==> src/rtl/aluPkg.sv <==
package aluPkg;

  // Data path
  localparam int DATA_W = 16;  // Word width of operands and results
  localparam int OP_W   = 4;   // ALU opcode field width

  //////////////////////////////
  // ALU opcodes
  //////////////////////////////
  localparam logic [OP_W-1:0] OP_ADD    = 4'd0;  // Saturating add
  localparam logic [OP_W-1:0] OP_SUB    = 4'd1;  // Saturating subtract
  localparam logic [OP_W-1:0] OP_XOR    = 4'd2;  // Bitwise xor
  localparam logic [OP_W-1:0] OP_RED    = 4'd3;  // Byte reduction add
  localparam logic [OP_W-1:0] OP_SLL    = 4'd4;  // Logical shift left
  localparam logic [OP_W-1:0] OP_SRA    = 4'd5;  // Arithmetic shift right
  localparam logic [OP_W-1:0] OP_ROR    = 4'd6;  // Rotate right
  localparam logic [OP_W-1:0] OP_PADDSB = 4'd7;  // Nibble-parallel saturating add
  localparam logic [OP_W-1:0] OP_LLB    = 4'd8;  // Load low byte
  localparam logic [OP_W-1:0] OP_LHB    = 4'd9;  // Load high byte
  // Codes 10 to 15 give a zero result

  //////////////////////////////
  // Flag vector layout
  //////////////////////////////
  localparam int FLAG_W = 3;  // Z, V and N
  localparam int FLAG_Z = 2;  // Zero
  localparam int FLAG_V = 1;  // Overflow, ADD and SUB only
  localparam int FLAG_N = 0;  // Negative

endpackage

==> src/rtl/pipePkg.sv <==
package pipePkg;

  // Register file addressing
  localparam int REG_W = 4;  // 16 architectural registers, r0 reads as zero

  //////////////////////////////
  // Forward-select codes
  //////////////////////////////
  localparam int FWD_W = 2;                      // Select field width
  localparam logic [FWD_W-1:0] FWD_NONE  = 2'd0;  // Operand from ID/EX read data
  localparam logic [FWD_W-1:0] FWD_MEMWB = 2'd1;  // Operand from MEM/WB result
  localparam logic [FWD_W-1:0] FWD_EXMEM = 2'd2;  // Operand from EX/MEM result

endpackage

==> src/rtl/fwdIf.sv <==
// In-flight results fed back from the pipeline registers
interface fwdIf import aluPkg::*, pipePkg::*; ();

  // EX/MEM stage
  logic [REG_W-1:0]  exMemRd;      // Destination register
  logic              exMemWrite;   // Writes a register
  logic [DATA_W-1:0] exMemResult;  // ALU result one cycle old

  // MEM/WB stage
  logic [REG_W-1:0]  memWbRd;      // Destination register
  logic              memWbWrite;   // Writes a register
  logic [DATA_W-1:0] memWbResult;  // ALU result two cycles old

  // Driven by the result pipeline
  modport source (
    output exMemRd, exMemWrite, exMemResult,
    output memWbRd, memWbWrite, memWbResult
  );

  // Read by forwarding logic and operand muxes
  modport sink (
    input exMemRd, exMemWrite, exMemResult,
    input memWbRd, memWbWrite, memWbResult
  );

endinterface

==> src/rtl/Alu.sv <==
module Alu import aluPkg::*; (
  input  logic [DATA_W-1:0] in1,     // Operand A
  input  logic [DATA_W-1:0] in2,     // Operand B or immediate
  input  logic [OP_W-1:0]   opcode,  // Operation select
  output logic [DATA_W-1:0] result,  // Operation result
  output logic              zSet,    // Result is zero
  output logic              nSet,    // Result sign bit
  output logic              vSet     // ADD or SUB saturated
);

  logic [DATA_W-1:0]   sum;      // Raw add
  logic [DATA_W-1:0]   diff;     // Raw subtract
  logic                sumOvf;   // Add overflowed
  logic                diffOvf;  // Subtract overflowed
  logic [DATA_W-1:0]   satWord;  // Clamp value, sign follows in1
  logic [8:0]          hiSum;    // Signed sum of high bytes
  logic [8:0]          loSum;    // Signed sum of low bytes
  logic [9:0]          redSum;   // Sum of both byte sums
  logic [3:0]          shamt;    // Shift amount
  logic [2*DATA_W-1:0] rotWide;  // Doubled word for rotate
  logic [DATA_W-1:0]   nibSum;   // PADDSB result

  // 4-bit signed add, clamped to 0111 or 1000
  function automatic logic [3:0] addNibbleSat(
    input logic [3:0] a,
    input logic [3:0] b
  );
    logic [3:0] s;
    s = a + b;
    if ((a[3] == b[3]) && (s[3] != a[3]))
      return a[3] ? 4'b1000 : 4'b0111;
    return s;
  endfunction

  //////////////////////////////
  // Arithmetic datapaths
  //////////////////////////////
  assign sum  = in1 + in2;
  assign diff = in1 - in2;

  // Overflow only when the result sign disagrees with in1 on a same-sign add
  assign sumOvf  = (in1[DATA_W-1] == in2[DATA_W-1]) && (sum[DATA_W-1] != in1[DATA_W-1]);
  assign diffOvf = (in1[DATA_W-1] != in2[DATA_W-1]) && (diff[DATA_W-1] != in1[DATA_W-1]);
  assign satWord = {in1[DATA_W-1], {(DATA_W-1){~in1[DATA_W-1]}}};  // 0x8000 or 0x7FFF

  assign hiSum  = {in1[DATA_W-1], in1[DATA_W-1 -: 8]} + {in2[DATA_W-1], in2[DATA_W-1 -: 8]};
  assign loSum  = {in1[7], in1[7:0]} + {in2[7], in2[7:0]};
  assign redSum = {hiSum[8], hiSum} + {loSum[8], loSum};

  assign shamt   = in2[3:0];
  assign rotWide = {in1, in1} >> shamt;  // Low half is the rotated word

  always_comb begin
    for (int i = 0; i < DATA_W / 4; i++)
      nibSum[i*4 +: 4] = addNibbleSat(in1[i*4 +: 4], in2[i*4 +: 4]);
  end

  //////////////////////////////
  // Result select
  //////////////////////////////
  always_comb begin
    vSet = 1'b0;  // Only ADD and SUB report overflow
    case (opcode)
      OP_ADD: begin
        result = sumOvf ? satWord : sum;
        vSet   = sumOvf;
      end
      OP_SUB: begin
        result = diffOvf ? satWord : diff;
        vSet   = diffOvf;
      end
      OP_XOR:    result = in1 ^ in2;
      OP_RED:    result = {{(DATA_W-10){redSum[9]}}, redSum};  // Sign extend
      OP_SLL:    result = in1 << shamt;
      OP_SRA:    result = $signed(in1) >>> shamt;
      OP_ROR:    result = rotWide[DATA_W-1:0];
      OP_PADDSB: result = nibSum;
      OP_LLB:    result = {in1[DATA_W-1:8], in2[7:0]};  // Keep high byte
      OP_LHB:    result = {in2[7:0], in1[7:0]};         // Keep low byte
      default:   result = '0;
    endcase
  end

  assign zSet = (result == '0);
  assign nSet = result[DATA_W-1];

endmodule

==> src/rtl/ForwardUnit.sv <==
module ForwardUnit import pipePkg::*; (
  input  logic [REG_W-1:0] rs,        // Source register for operand A
  input  logic [REG_W-1:0] rt,        // Source register for operand B
  fwdIf.sink               fwd,       // In-flight destinations
  output logic [FWD_W-1:0] forwardA,  // Operand A select
  output logic [FWD_W-1:0] forwardB   // Operand B select
);

  // Newest producer wins, r0 is hard zero and never forwarded
  function automatic logic [FWD_W-1:0] pickSource(
    input logic [REG_W-1:0] src,
    input logic             exWrite,
    input logic [REG_W-1:0] exRd,
    input logic             wbWrite,
    input logic [REG_W-1:0] wbRd
  );
    if (src == '0)
      return FWD_NONE;
    if (exWrite && (exRd == src))
      return FWD_EXMEM;  // One instruction back
    if (wbWrite && (wbRd == src))
      return FWD_MEMWB;  // Two instructions back
    return FWD_NONE;
  endfunction

  assign forwardA = pickSource(rs, fwd.exMemWrite, fwd.exMemRd,
                               fwd.memWbWrite, fwd.memWbRd);
  assign forwardB = pickSource(rt, fwd.exMemWrite, fwd.exMemRd,
                               fwd.memWbWrite, fwd.memWbRd);

endmodule

==> src/rtl/Execute.sv <==
module Execute import aluPkg::*, pipePkg::*; (
  input  logic              clk,
  input  logic              rstN,       // Sync, active low
  input  logic              instValid,  // Low for a bubble
  input  logic [DATA_W-1:0] rsData,     // ID/EX read data A
  input  logic [DATA_W-1:0] rtData,     // ID/EX read data B
  input  logic [DATA_W-1:0] imm,        // Immediate from decode
  input  logic [OP_W-1:0]   aluOp,
  input  logic              aluSrc,     // Immediate replaces operand B
  input  logic              zEn,        // Z update enable
  input  logic              nvEn,       // N and V update enable
  input  logic [FWD_W-1:0]  forwardA,
  input  logic [FWD_W-1:0]  forwardB,
  fwdIf.sink                fwd,        // Forwarded results
  output logic [DATA_W-1:0] aluOut,
  output logic [FLAG_W-1:0] flags       // Z, V, N register
);

  logic [DATA_W-1:0] opA;     // ALU input 1
  logic [DATA_W-1:0] opBFwd;  // Operand B after forwarding
  logic [DATA_W-1:0] opB;     // ALU input 2
  logic              zSet;
  logic              nSet;
  logic              vSet;

  function automatic logic [DATA_W-1:0] pickOperand(
    input logic [FWD_W-1:0]  sel,
    input logic [DATA_W-1:0] regVal,
    input logic [DATA_W-1:0] exMemVal,
    input logic [DATA_W-1:0] memWbVal
  );
    case (sel)
      FWD_EXMEM: return exMemVal;
      FWD_MEMWB: return memWbVal;
      default:   return regVal;
    endcase
  endfunction

  //////////////////////////////
  // Operand selection
  //////////////////////////////
  assign opA    = pickOperand(forwardA, rsData, fwd.exMemResult, fwd.memWbResult);
  assign opBFwd = pickOperand(forwardB, rtData, fwd.exMemResult, fwd.memWbResult);
  assign opB    = aluSrc ? imm : opBFwd;  // I-type takes the immediate

  Alu iAlu (
    .in1    (opA),
    .in2    (opB),
    .opcode (aluOp),
    .result (aluOut),
    .zSet   (zSet),
    .nSet   (nSet),
    .vSet   (vSet)
  );

  //////////////////////////////
  // Flag register
  //////////////////////////////
  always_ff @(posedge clk) begin
    if (!rstN) begin
      flags <= '0;
    end else begin
      if (zEn && instValid)
        flags[FLAG_Z] <= zSet;
      if (nvEn && instValid) begin  // N and V share one enable
        flags[FLAG_N] <= nSet;
        flags[FLAG_V] <= vSet;
      end
    end
  end

endmodule

==> src/rtl/ResultPipe.sv <==
module ResultPipe import aluPkg::*, pipePkg::*; (
  input  logic              clk,
  input  logic              rstN,     // Sync, active low
  input  logic [DATA_W-1:0] aluOut,   // Result leaving EX
  input  logic [REG_W-1:0]  rd,       // Destination of the EX instruction
  input  logic              writeEn,  // Valid register write
  fwdIf.source              fwd       // Stage contents for forwarding
);

  // EX/MEM register
  logic [DATA_W-1:0] exMemResult;
  logic [REG_W-1:0]  exMemRd;
  logic              exMemWrite;

  // MEM/WB register
  logic [DATA_W-1:0] memWbResult;
  logic [REG_W-1:0]  memWbRd;
  logic              memWbWrite;

  // Advances every cycle, no stalls
  always_ff @(posedge clk) begin
    if (!rstN) begin
      exMemResult <= '0;
      exMemRd     <= '0;
      exMemWrite  <= 1'b0;
      memWbResult <= '0;
      memWbRd     <= '0;
      memWbWrite  <= 1'b0;
    end else begin
      exMemResult <= aluOut;
      exMemRd     <= rd;
      exMemWrite  <= writeEn;
      memWbResult <= exMemResult;  // No memory access, ALU result passes on
      memWbRd     <= exMemRd;
      memWbWrite  <= exMemWrite;
    end
  end

  assign fwd.exMemResult = exMemResult;
  assign fwd.exMemRd     = exMemRd;
  assign fwd.exMemWrite  = exMemWrite;
  assign fwd.memWbResult = memWbResult;
  assign fwd.memWbRd     = memWbRd;
  assign fwd.memWbWrite  = memWbWrite;

endmodule

==> src/rtl/ExecuteTop.sv <==
module ExecuteTop import aluPkg::*, pipePkg::*; (
  input  logic              clk,
  input  logic              rstN,
  // ID/EX register contents
  input  logic              instValid,
  input  logic              regWrite,
  input  logic              aluSrc,
  input  logic              zEn,
  input  logic              nvEn,
  input  logic [REG_W-1:0]  rs,
  input  logic [REG_W-1:0]  rt,
  input  logic [REG_W-1:0]  rd,
  input  logic [DATA_W-1:0] rsData,
  input  logic [DATA_W-1:0] rtData,
  input  logic [DATA_W-1:0] imm,
  input  logic [OP_W-1:0]   aluOp,
  // Flags and pipeline results
  output logic              zf,
  output logic              nf,
  output logic              vf,
  output logic [DATA_W-1:0] exMemResult,
  output logic [DATA_W-1:0] memWbResult,
  output logic [REG_W-1:0]  wbRd,         // Writeback destination
  output logic              wbWrite       // Writeback enable
);

  logic [FWD_W-1:0]  forwardA;
  logic [FWD_W-1:0]  forwardB;
  logic [DATA_W-1:0] aluOut;
  logic [FLAG_W-1:0] flags;

  fwdIf fwdBus ();  // EX/MEM and MEM/WB feedback

  //////////////////////////////
  // Units
  //////////////////////////////
  ForwardUnit iForwardUnit (
    .rs       (rs),
    .rt       (rt),
    .fwd      (fwdBus.sink),
    .forwardA (forwardA),
    .forwardB (forwardB)
  );

  Execute iExecute (
    .clk       (clk),
    .rstN      (rstN),
    .instValid (instValid),
    .rsData    (rsData),
    .rtData    (rtData),
    .imm       (imm),
    .aluOp     (aluOp),
    .aluSrc    (aluSrc),
    .zEn       (zEn),
    .nvEn      (nvEn),
    .forwardA  (forwardA),
    .forwardB  (forwardB),
    .fwd       (fwdBus.sink),
    .aluOut    (aluOut),
    .flags     (flags)
  );

  ResultPipe iResultPipe (
    .clk     (clk),
    .rstN    (rstN),
    .aluOut  (aluOut),
    .rd      (rd),
    .writeEn (regWrite & instValid),  // Bubbles never write
    .fwd     (fwdBus.source)
  );

  // Outputs
  assign zf          = flags[FLAG_Z];
  assign nf          = flags[FLAG_N];
  assign vf          = flags[FLAG_V];
  assign exMemResult = fwdBus.exMemResult;
  assign memWbResult = fwdBus.memWbResult;
  assign wbRd        = fwdBus.memWbRd;
  assign wbWrite     = fwdBus.memWbWrite;

endmodule

==> config.mk <==
export PLATFORM = sky130hd
export DESIGN_NAME = ExecuteTop
export DESIGN_NICKNAME = d
export VERILOG_FILES = /design/src/rtl/aluPkg.sv /design/src/rtl/pipePkg.sv /design/src/rtl/fwdIf.sv /design/src/rtl/Alu.sv /design/src/rtl/ForwardUnit.sv /design/src/rtl/Execute.sv /design/src/rtl/ResultPipe.sv /design/src/rtl/ExecuteTop.sv
export SDC_FILE = /design/constraint.sdc
export NUM_CORES = 1
export LEC_CHECK = 0
export BUFFER_PORTS_ARGS = -buffer_cell sky130_fd_sc_hd__buf_2
export CORE_UTILIZATION = 35
export CTS_BUF_LIST = sky130_fd_sc_hd__clkbuf_8
export DETAILED_ROUTE_END_ITERATION = 10
export GPL_TIMING_DRIVEN = 1
export PLACE_DENSITY = 0.5
export RECOVER_POWER = 25
export SLEW_MARGIN = 40
export SYNTH_ARGS = -nofsm -noshare
export SYNTH_HDL_FRONTEND = slang
export SYNTH_SLANG_ARGS = --single-unit
==> constraint.sdc <==
create_clock -name clk -period 8.3 [get_ports clk]
set_input_delay 1.245 -clock clk [delete_from_list [all_inputs] [get_ports clk]]
set_output_delay 1.245 -clock clk [all_outputs]
set_load 0.02 [all_outputs]
==> impl_metrics.env, run 1 <==
export IMPL_worstSetupStartpointType="input port"
export IMPL_fin_crit_sh_pct=92.61
export IMPL_core_area_sq_mm=0.02109
export IMPL_power_mw=1.224
export IMPL_grt_usage_pct=33.52
export IMPL_wl_per_cell_um=26.24
export IMPL_violations="max-capacitance violations, max-slew violations"
export IMPL_synth_ff_type="dfxtp_1"
export IMPL_synth_common_cells="111 x nand2_1, 80 x nor2_1, 77 x a21oi_1"
export IMPL_syn_inst=1042
export IMPL_p_per_area_mw_per_mm2=141.2
export IMPL_antenna_found_initial=0
export IMPL_rsz0062_at_grt="false"
export IMPL_nFillCells=2274
export IMPL_arrival_ns=7.92
export IMPL_dieArea_sq_mm=0.02213
export IMPL_async_flop_share_pct=0
export IMPL_syn_area_sq_mm=0.007538
export IMPL_synth_top_area_cell="dfxtp_1"
export IMPL_slew_violations=47
export IMPL_gp_congestion=1.007
export IMPL_ys_types=84
export IMPL_insertion_delay_ns=0.31
export IMPL_path_clk_slew_ns=0.10
export IMPL_fin_hold_ws_ns=0.5254
export IMPL_start_util_pct=35.75
export IMPL_hold_class="reg2reg"
export IMPL_setup_viol=0
export IMPL_drive_above_1_share_pct=19.36
export IMPL_skew_ns=0.01449
export IMPL_worstPathRequired_ns=8.53
export IMPL_cts_hold_buf=0
export IMPL_cp_slowest_cell="ha_1"
export IMPL_synth_edf_count=0
export IMPL_final_cells=1427
export IMPL_tightestPinTransition_ns=1.680
export IMPL_cap_violations=1
export IMPL_yosys_top_cells_area="dfxtp_1 12%, ha_1 7.3%, fa_1 6.1%"
export IMPL_synth_top_area_share_pct=11.95
export IMPL_post_dp_hpwl_um=30250
export IMPL_max_slew_margin_rel_pct=-12.01
export IMPL_post_drt_via_cell_ratio=6.262
export IMPL_path_common_cell="o31ai_1"
export IMPL_remaining_drc_errors=0
export IMPL_status="finished, violations left"
export IMPL_cts_inserted_buffers=5
export IMPL_numPortBuffers=110
export IMPL_muxShareOfSynthArea_pct=6.490
export IMPL_routed_wirelength_um=37440
export IMPL_rows=53
export IMPL_antenna_left=0
export IMPL_clockBufferDepth=2
export IMPL_synth_fa_ha_area_share_pct=13.41
export IMPL_synth_compound_area_share_pct=33.06
export IMPL_ys_ff_latch=45
export IMPL_placed_cells=1419
export IMPL_via_count=8936
export IMPL_grt_pass1_vias=8190
export IMPL_clockRootBuffer="clkbuf_8"
export IMPL_grt_ovfl_total=0
export IMPL_cts_setup_buffers=0
export IMPL_antenna_cells=0
export IMPL_die_y_um=148.8
export IMPL_yosysSeqAreaShare_pct=11.95
export IMPL_drt_pre_antenna_iters=6
export IMPL_cts_resized=0
export IMPL_max_freq_mhz=130.1
export IMPL_drt_iter0_drc=1113
export IMPL_finalNetCount=1289
export IMPL_yosys_cell_count_top_type="nand2_1"
export IMPL_io_pins=111
export IMPL_ir_drop_uv=71.43
export IMPL_cts_sinks=45
export IMPL_end_kind="register"
export IMPL_worst_path_max_fanout=16
export IMPL_synth_nets=1180
export IMPL_grt_max_degree=47
export IMPL_cts_tree="built"
export IMPL_syn2layout_area_growth_pct=15.00
export IMPL_die_w_um=148.8
export IMPL_p_leak_nw=3.759
export IMPL_cts_max_level=2
export IMPL_slowest_delay_ns=0.59
export IMPL_syn_avg_cell_area_sq_um=7.235
export IMPL_grt_pass1_wl_um=54450
export IMPL_finalCriticalPeriod_ns=7.687
export IMPL_path_class="in2reg"
export IMPL_synth_top_family_by_area="compound AO/OA/AOI/OAI gates"
export IMPL_ys_warn_count=0
export IMPL_synth_xor_area_share_pct=4.763
export IMPL_tns_ns=0
export IMPL_synth_simple_area_share_pct=22.52
export IMPL_hold_viol=0
==> final timing paths <==
| check | start | endpoint | slack [ns] | depth (start not counted) |
|---|---|---|---|---|
| max | rt[2] | iExecute.flags[2]$_SDFFE_PN0P_ | 0.61 | 26 |
| max reg2reg | iResultPipe.fwd.exMemRd[1]$_SDFF_PN0_ | iExecute.flags[2]$_SDFFE_PN0P_ | 1.31 | 26 |
| min | iExecute.flags[0]$_SDFFE_PN0P_ | iExecute.flags[0]$_SDFFE_PN0P_ | 0.53 | 1 |
| min reg2reg | iExecute.flags[0]$_SDFFE_PN0P_ | iExecute.flags[0]$_SDFFE_PN0P_ | 0.53 | 1 |
==> metal layers <==
layer / vias up / track usage [%] / wire (um)
met5: - / 0 / 0
li1: 4054 / - / -
met3: 82 / 7.859 / 3799
met2: 543 / 51.45 / 16040
met4: 0 / 12.04 / 1557
met1: 4257 / 45.53 / 16040
==> cell type report <==
cell class	instances	area, sq um	area share [%]
clock buffers	5	68.82	0.7938
clock inverters	3	25.02	0.2886
inverters	65	249.0	2.872
multi-input cells	863	6075	70.07
flip-flops and latches	45	900.9	10.39
well taps	275	344.1	3.969
repair buffers	171	1007	11.62
==> placed cells by master (no fill, tap or decap), types with 8 or more instances in the layout <==
cell      synthesis  layout
nand2_1         111     111
buf_2            19     109
nor2_1           80      79
a21oi_1          77      77
buf_4             9      61
o21ai_0          63      60
inv_1            60      60
dfxtp_1          45      45
ha_1             44      44
and2_1           36      33
xnor2_1          30      30
a22oi_1          27      27
mux2i_1          27      27
a221oi_1         26      26
nand3_1          26      26
fa_1             23      23
nor3_1           21      20
o21ai_1          15      18
o22ai_1          18      18
o31ai_1          16      15
nor2b_1          15      15
o211ai_1         15      15
mux2_2           13      13
xor2_1           11      11
nand4_1          11      11
a211oi_1         11      11
a21o_1           10      10
nor4_1            9       9
o21bai_1          9       9
nand2b_1          8       8
==> registers in the layout (all words and copies together) (netlist names) <==
| signal | flops |
|---|---|
| iResultPipe.fwd.memWbResult | 16 |
| iExecute.flags | 3 |
| iResultPipe.fwd.memWbWrite | 1 |
| iResultPipe.fwd.exMemWrite | 1 |
| iResultPipe.fwd.memWbRd | 4 |
| iResultPipe.fwd.exMemRd | 4 |
| iResultPipe.fwd.exMemResult | 16 |
==> per-stage QoR <==
| stage | instance area (sq um) | utilization [%] | worst slack, ns |
|---|---|---|---|
| finish | 8670 | 41.11 | 0.6131 |
| global route | 8670 | 41.11 | 0.02908 |
| CTS | 8658 | 41.06 | 0.5365 |
| detailed placement | 8564 | 40.61 | 0.2136 |
| global placement | 8564 | 40.61 | 0.4173 |
| floorplan | 7538 | - | 0.7274 |
==> cells by family (layout without fill, tap and decap cells) <==
group	after synthesis	after routing
compound gates	361	361
xor+xnor	41	41
fa+ha+maj	67	67
buf+inv	134	244
flops	45	45
mux	44	44
simple gates	350	350
==> worst max-delay path: cells and delay by family <==
family	cells	cell delay [ns]
AOI/OAI and AO/OA	12	2.93
and+or+nand+nor	8	1.93
adders and majority gates	3	1.43
buffers and inverters	2	0.21
xor gates and xnor gates	1	0.15
==> where the power goes <==
group	total [mW]	internal [mW]	switching, mW
Combinational	0.823	0.300	0.522
Clock	0.144	0.0609	0.0833
Sequential	0.258	0.235	0.0226
Total	1.22	0.596	0.628
(Power assumes the default switching activity.)
==> inputs of run 2 (changes only) <==
CELL_PAD_IN_SITES_DETAIL_PLACEMENT = 0   (was not set)
CELL_PAD_IN_SITES_GLOBAL_PLACEMENT = 1   (was not set)
PLACE_DENSITY = 0.66   (was 0.5)
==> run 2 against run 1 <==
Effect of this change:
- the flow still finishes with violations (max-capacitance violations, max-slew violations)
- count of clock-buffer cells in the layout unchanged
- clock power grew 8%
- routed wire length shrank 1.2%
- sequential share of layout area barely moved
- design area up 0.30%
- global-route usage fell by 0.30 points
- critical endpoint unchanged
- largest cell class unchanged
==> impl_metrics.env, run 2 (same netlist as run 1, synthesis figures left out) <==
export IMPL_via_count=8964
export IMPL_tns_ns=0
export IMPL_cap_violations=1
export IMPL_max_freq_mhz=129.1
export IMPL_drt_iter0_drc=1245
export IMPL_io_pins=111
export IMPL_drive_above_1_share_pct=19.72
export IMPL_skew_ns=0.005847
export IMPL_setup_viol=0
export IMPL_cts_inserted_buffers=5
export IMPL_sw_frac_of_total_pct=51.10
export IMPL_finalCriticalPeriod_ns=7.747
export IMPL_status="finished, violations left"
export IMPL_gp_congestion=1.062
export IMPL_power_mw=1.221
export IMPL_holdPathEnd="iExecute.flags[0]$_SDFFE_PN0P_"
export IMPL_dieArea_sq_mm=0.02213
export IMPL_rows=53
export IMPL_rsz0062_at_grt="false"
export IMPL_die_w_um=148.8
export IMPL_clockBufferDepth=2
export IMPL_grt_pass1_vias=8170
export IMPL_min_delay_start="iExecute.flags[0]$_SDFFE_PN0P_"
export IMPL_seqPwrFrac_pct=21.2
export IMPL_remaining_drc_errors=0
export IMPL_arrival_ns=7.98
export IMPL_p_comb_share_pct=66.1
export IMPL_mostFrequentLayoutCell="nand2_1"
export IMPL_whs_path_depth=1
export IMPL_reg2reg_slack_ns=1.26
export IMPL_start_util_pct=35.75
export IMPL_r2r_start="iResultPipe.fwd.exMemRd[1]$_SDFF_PN0_"
export IMPL_finalNetCount=1288
export IMPL_hold_class="reg2reg"
export IMPL_grt_max_degree=47
export IMPL_timing_rr_end="iExecute.flags[2]$_SDFFE_PN0P_"
export IMPL_end_kind="register"
export IMPL_slew_violations=47
export IMPL_fin_crit_sh_pct=93.34
export IMPL_die_y_um=148.8
export IMPL_p_per_area_mw_per_mm2=140.4
export IMPL_path_class="in2reg"
export IMPL_reg_top3="iResultPipe.fwd.exMemResult: 16 flops, iResultPipe.fwd.memWbResult: 16 flops"
export IMPL_worstSetupStartpointType="input port"
export IMPL_path_clk_slew_ns=0.10
export IMPL_max_slew_margin_rel_pct=-17.73
export IMPL_post_drt_via_cell_ratio=6.286
export IMPL_post_dp_hpwl_um=29820
export IMPL_antenna_left=0
export IMPL_layout_common_cells="111 x nand2_1, 109 x buf_2, 79 x nor2_1"
export IMPL_hold_viol=0
export IMPL_core_area_sq_mm=0.02109
export IMPL_ir_drop_uv=125.1
export IMPL_ff2ff_path_depth=26
export IMPL_switchingPower_mw=0.6240
export IMPL_violations="max-capacitance violations, max-slew violations"
export IMPL_power_frac_clock_pct=12.7
export IMPL_routed_wirelength_um=36990
export IMPL_syn2layout_area_growth_pct=15.35
export IMPL_tightestPinTransition_ns=1.766
export IMPL_grt_usage_pct=33.22
export IMPL_cts_sinks=45
export IMPL_antenna_cells=0
export IMPL_p_leak_nw=3.767
export IMPL_cts_tree="built"
export IMPL_antenna_found_initial=0
export IMPL_worstPathRequired_ns=8.53
export IMPL_insertion_delay_ns=0.31
export IMPL_wl_per_cell_um=25.94
export IMPL_worst_path_max_fanout=11
export IMPL_drt_pre_antenna_iters=7
export IMPL_clockRootBuffer="clkbuf_8"
export IMPL_numPortBuffers=110
export IMPL_cts_max_level=2
export IMPL_grt_ovfl_total=0
export IMPL_grt_pass1_wl_um=54450
export IMPL_intPower_mw=0.5970
[run 2: cell types whose count changed in the layout (fill, tap and decap cells not counted), sizes merged]
cell,delta
inv,+2
buf,-1
clkinv,-1
clkinvlp,-1
[run 2: how the worst max path moves through the flow]
stage               start                             end  slack [ns]  cells after the start
finish              rt[0]  iExecute.flags[2]$_SDFFE_PN0P_        0.55                     28
floorplan           rt[0]  iExecute.flags[2]$_SDFFE_PN0P_        0.73                     29
CTS                 rs[3]  iExecute.flags[2]$_SDFFE_PN0P_        0.47                     28
global route        rt[1]  iExecute.flags[2]$_SDFFE_PN0P_        0.03                     27
detailed placement  rs[3]  iExecute.flags[2]$_SDFFE_PN0P_        0.15                     28
global placement    rs[3]  iExecute.flags[2]$_SDFFE_PN0P_        0.19                     28
[run 2: layer usage]
metal | track usage, % | share of wire, % | vias to the layer above
met5 | 0 | 0 | -
met4 | 13.62 | 4.6 | 0
met3 | 4.373 | 9.4 | 102
met2 | 51.14 | 43 | 550
met1 | 46.49 | 43 | 4243
li1 | - | - | 4069
[run 2: critical path, cell delays in order]
cell,delay (ns)
buf_2,0.12
or3_1,0.39
nor3b_1,0.15
a21oi_1,0.12
nor3_1,0.08
ha_1,0.39
buf_4,0.21
clkinv_1,0.24
o21ai_0,0.23
a21oi_1,0.22
inv_1,0.29
ha_1,0.23
a21oi_1,0.07
o31a_1,0.29
a31o_2,0.28
o31ai_1,0.31
a21oi_1,0.13
o21bai_1,0.24
fa_1,0.55
nor3_1,0.35
nor2_1,0.20
o31ai_1,0.29
nand3_1,0.11
a211oi_1,0.39
nand4_1,0.14
nor4_1,0.32
nand4_1,0.15
o31ai_2,0.25
[run 2: repair_timing]
action / in CTS / in global routing
endpoints found under the hold margin: 0 / 0
resized for setup: 0 / 7
hold buffers: 0 / 0
setup buffers: 0 / 0
endpoints found under the setup margin: 0 / 1
[run 2: area by class of cell]
cell class | count | area [sq um]
clock buffer | 5 | 68.82
clock inverter | 3 | 28.78
multi-input combinational | 863 | 6105
fill | 2274 | 12390
sequential | 45 | 900.9
tap | 275 | 344.1
timing repair buffer | 170 | 999.7
inverter | 65 | 249.0
[run 2: stage by stage]
stage          util (%)  area, sq um  hold slack (ns)  instances  worst slack, ns
5_1_grt           41.24         8696           0.5262       1426          0.02697
3_5_place_dp      40.66         8573           0.4856       1418           0.1507
2_1_floorplan         -         7538           0.4524       1042           0.7274
4_1_cts           41.12         8671           0.5118       1426           0.4686
3_3_place_gp      40.62         8566           0.4802       1418           0.1889
6_report          41.24         8696           0.5050       1426           0.5528
[run 2: power by group through the flow]
stage / clock network (mW) / registers (mW) / logic, mW
2_1_floorplan: 0 / 0.276 / 0.491
3_5_place_dp: 0 / 0.263 / 0.784
4_1_cts: 0.161 / 0.258 / 0.788
6_report: 0.155 / 0.258 / 0.807
5_1_grt: 0.167 / 0.261 / 0.866
3_3_place_gp: 0 / 0.263 / 0.791
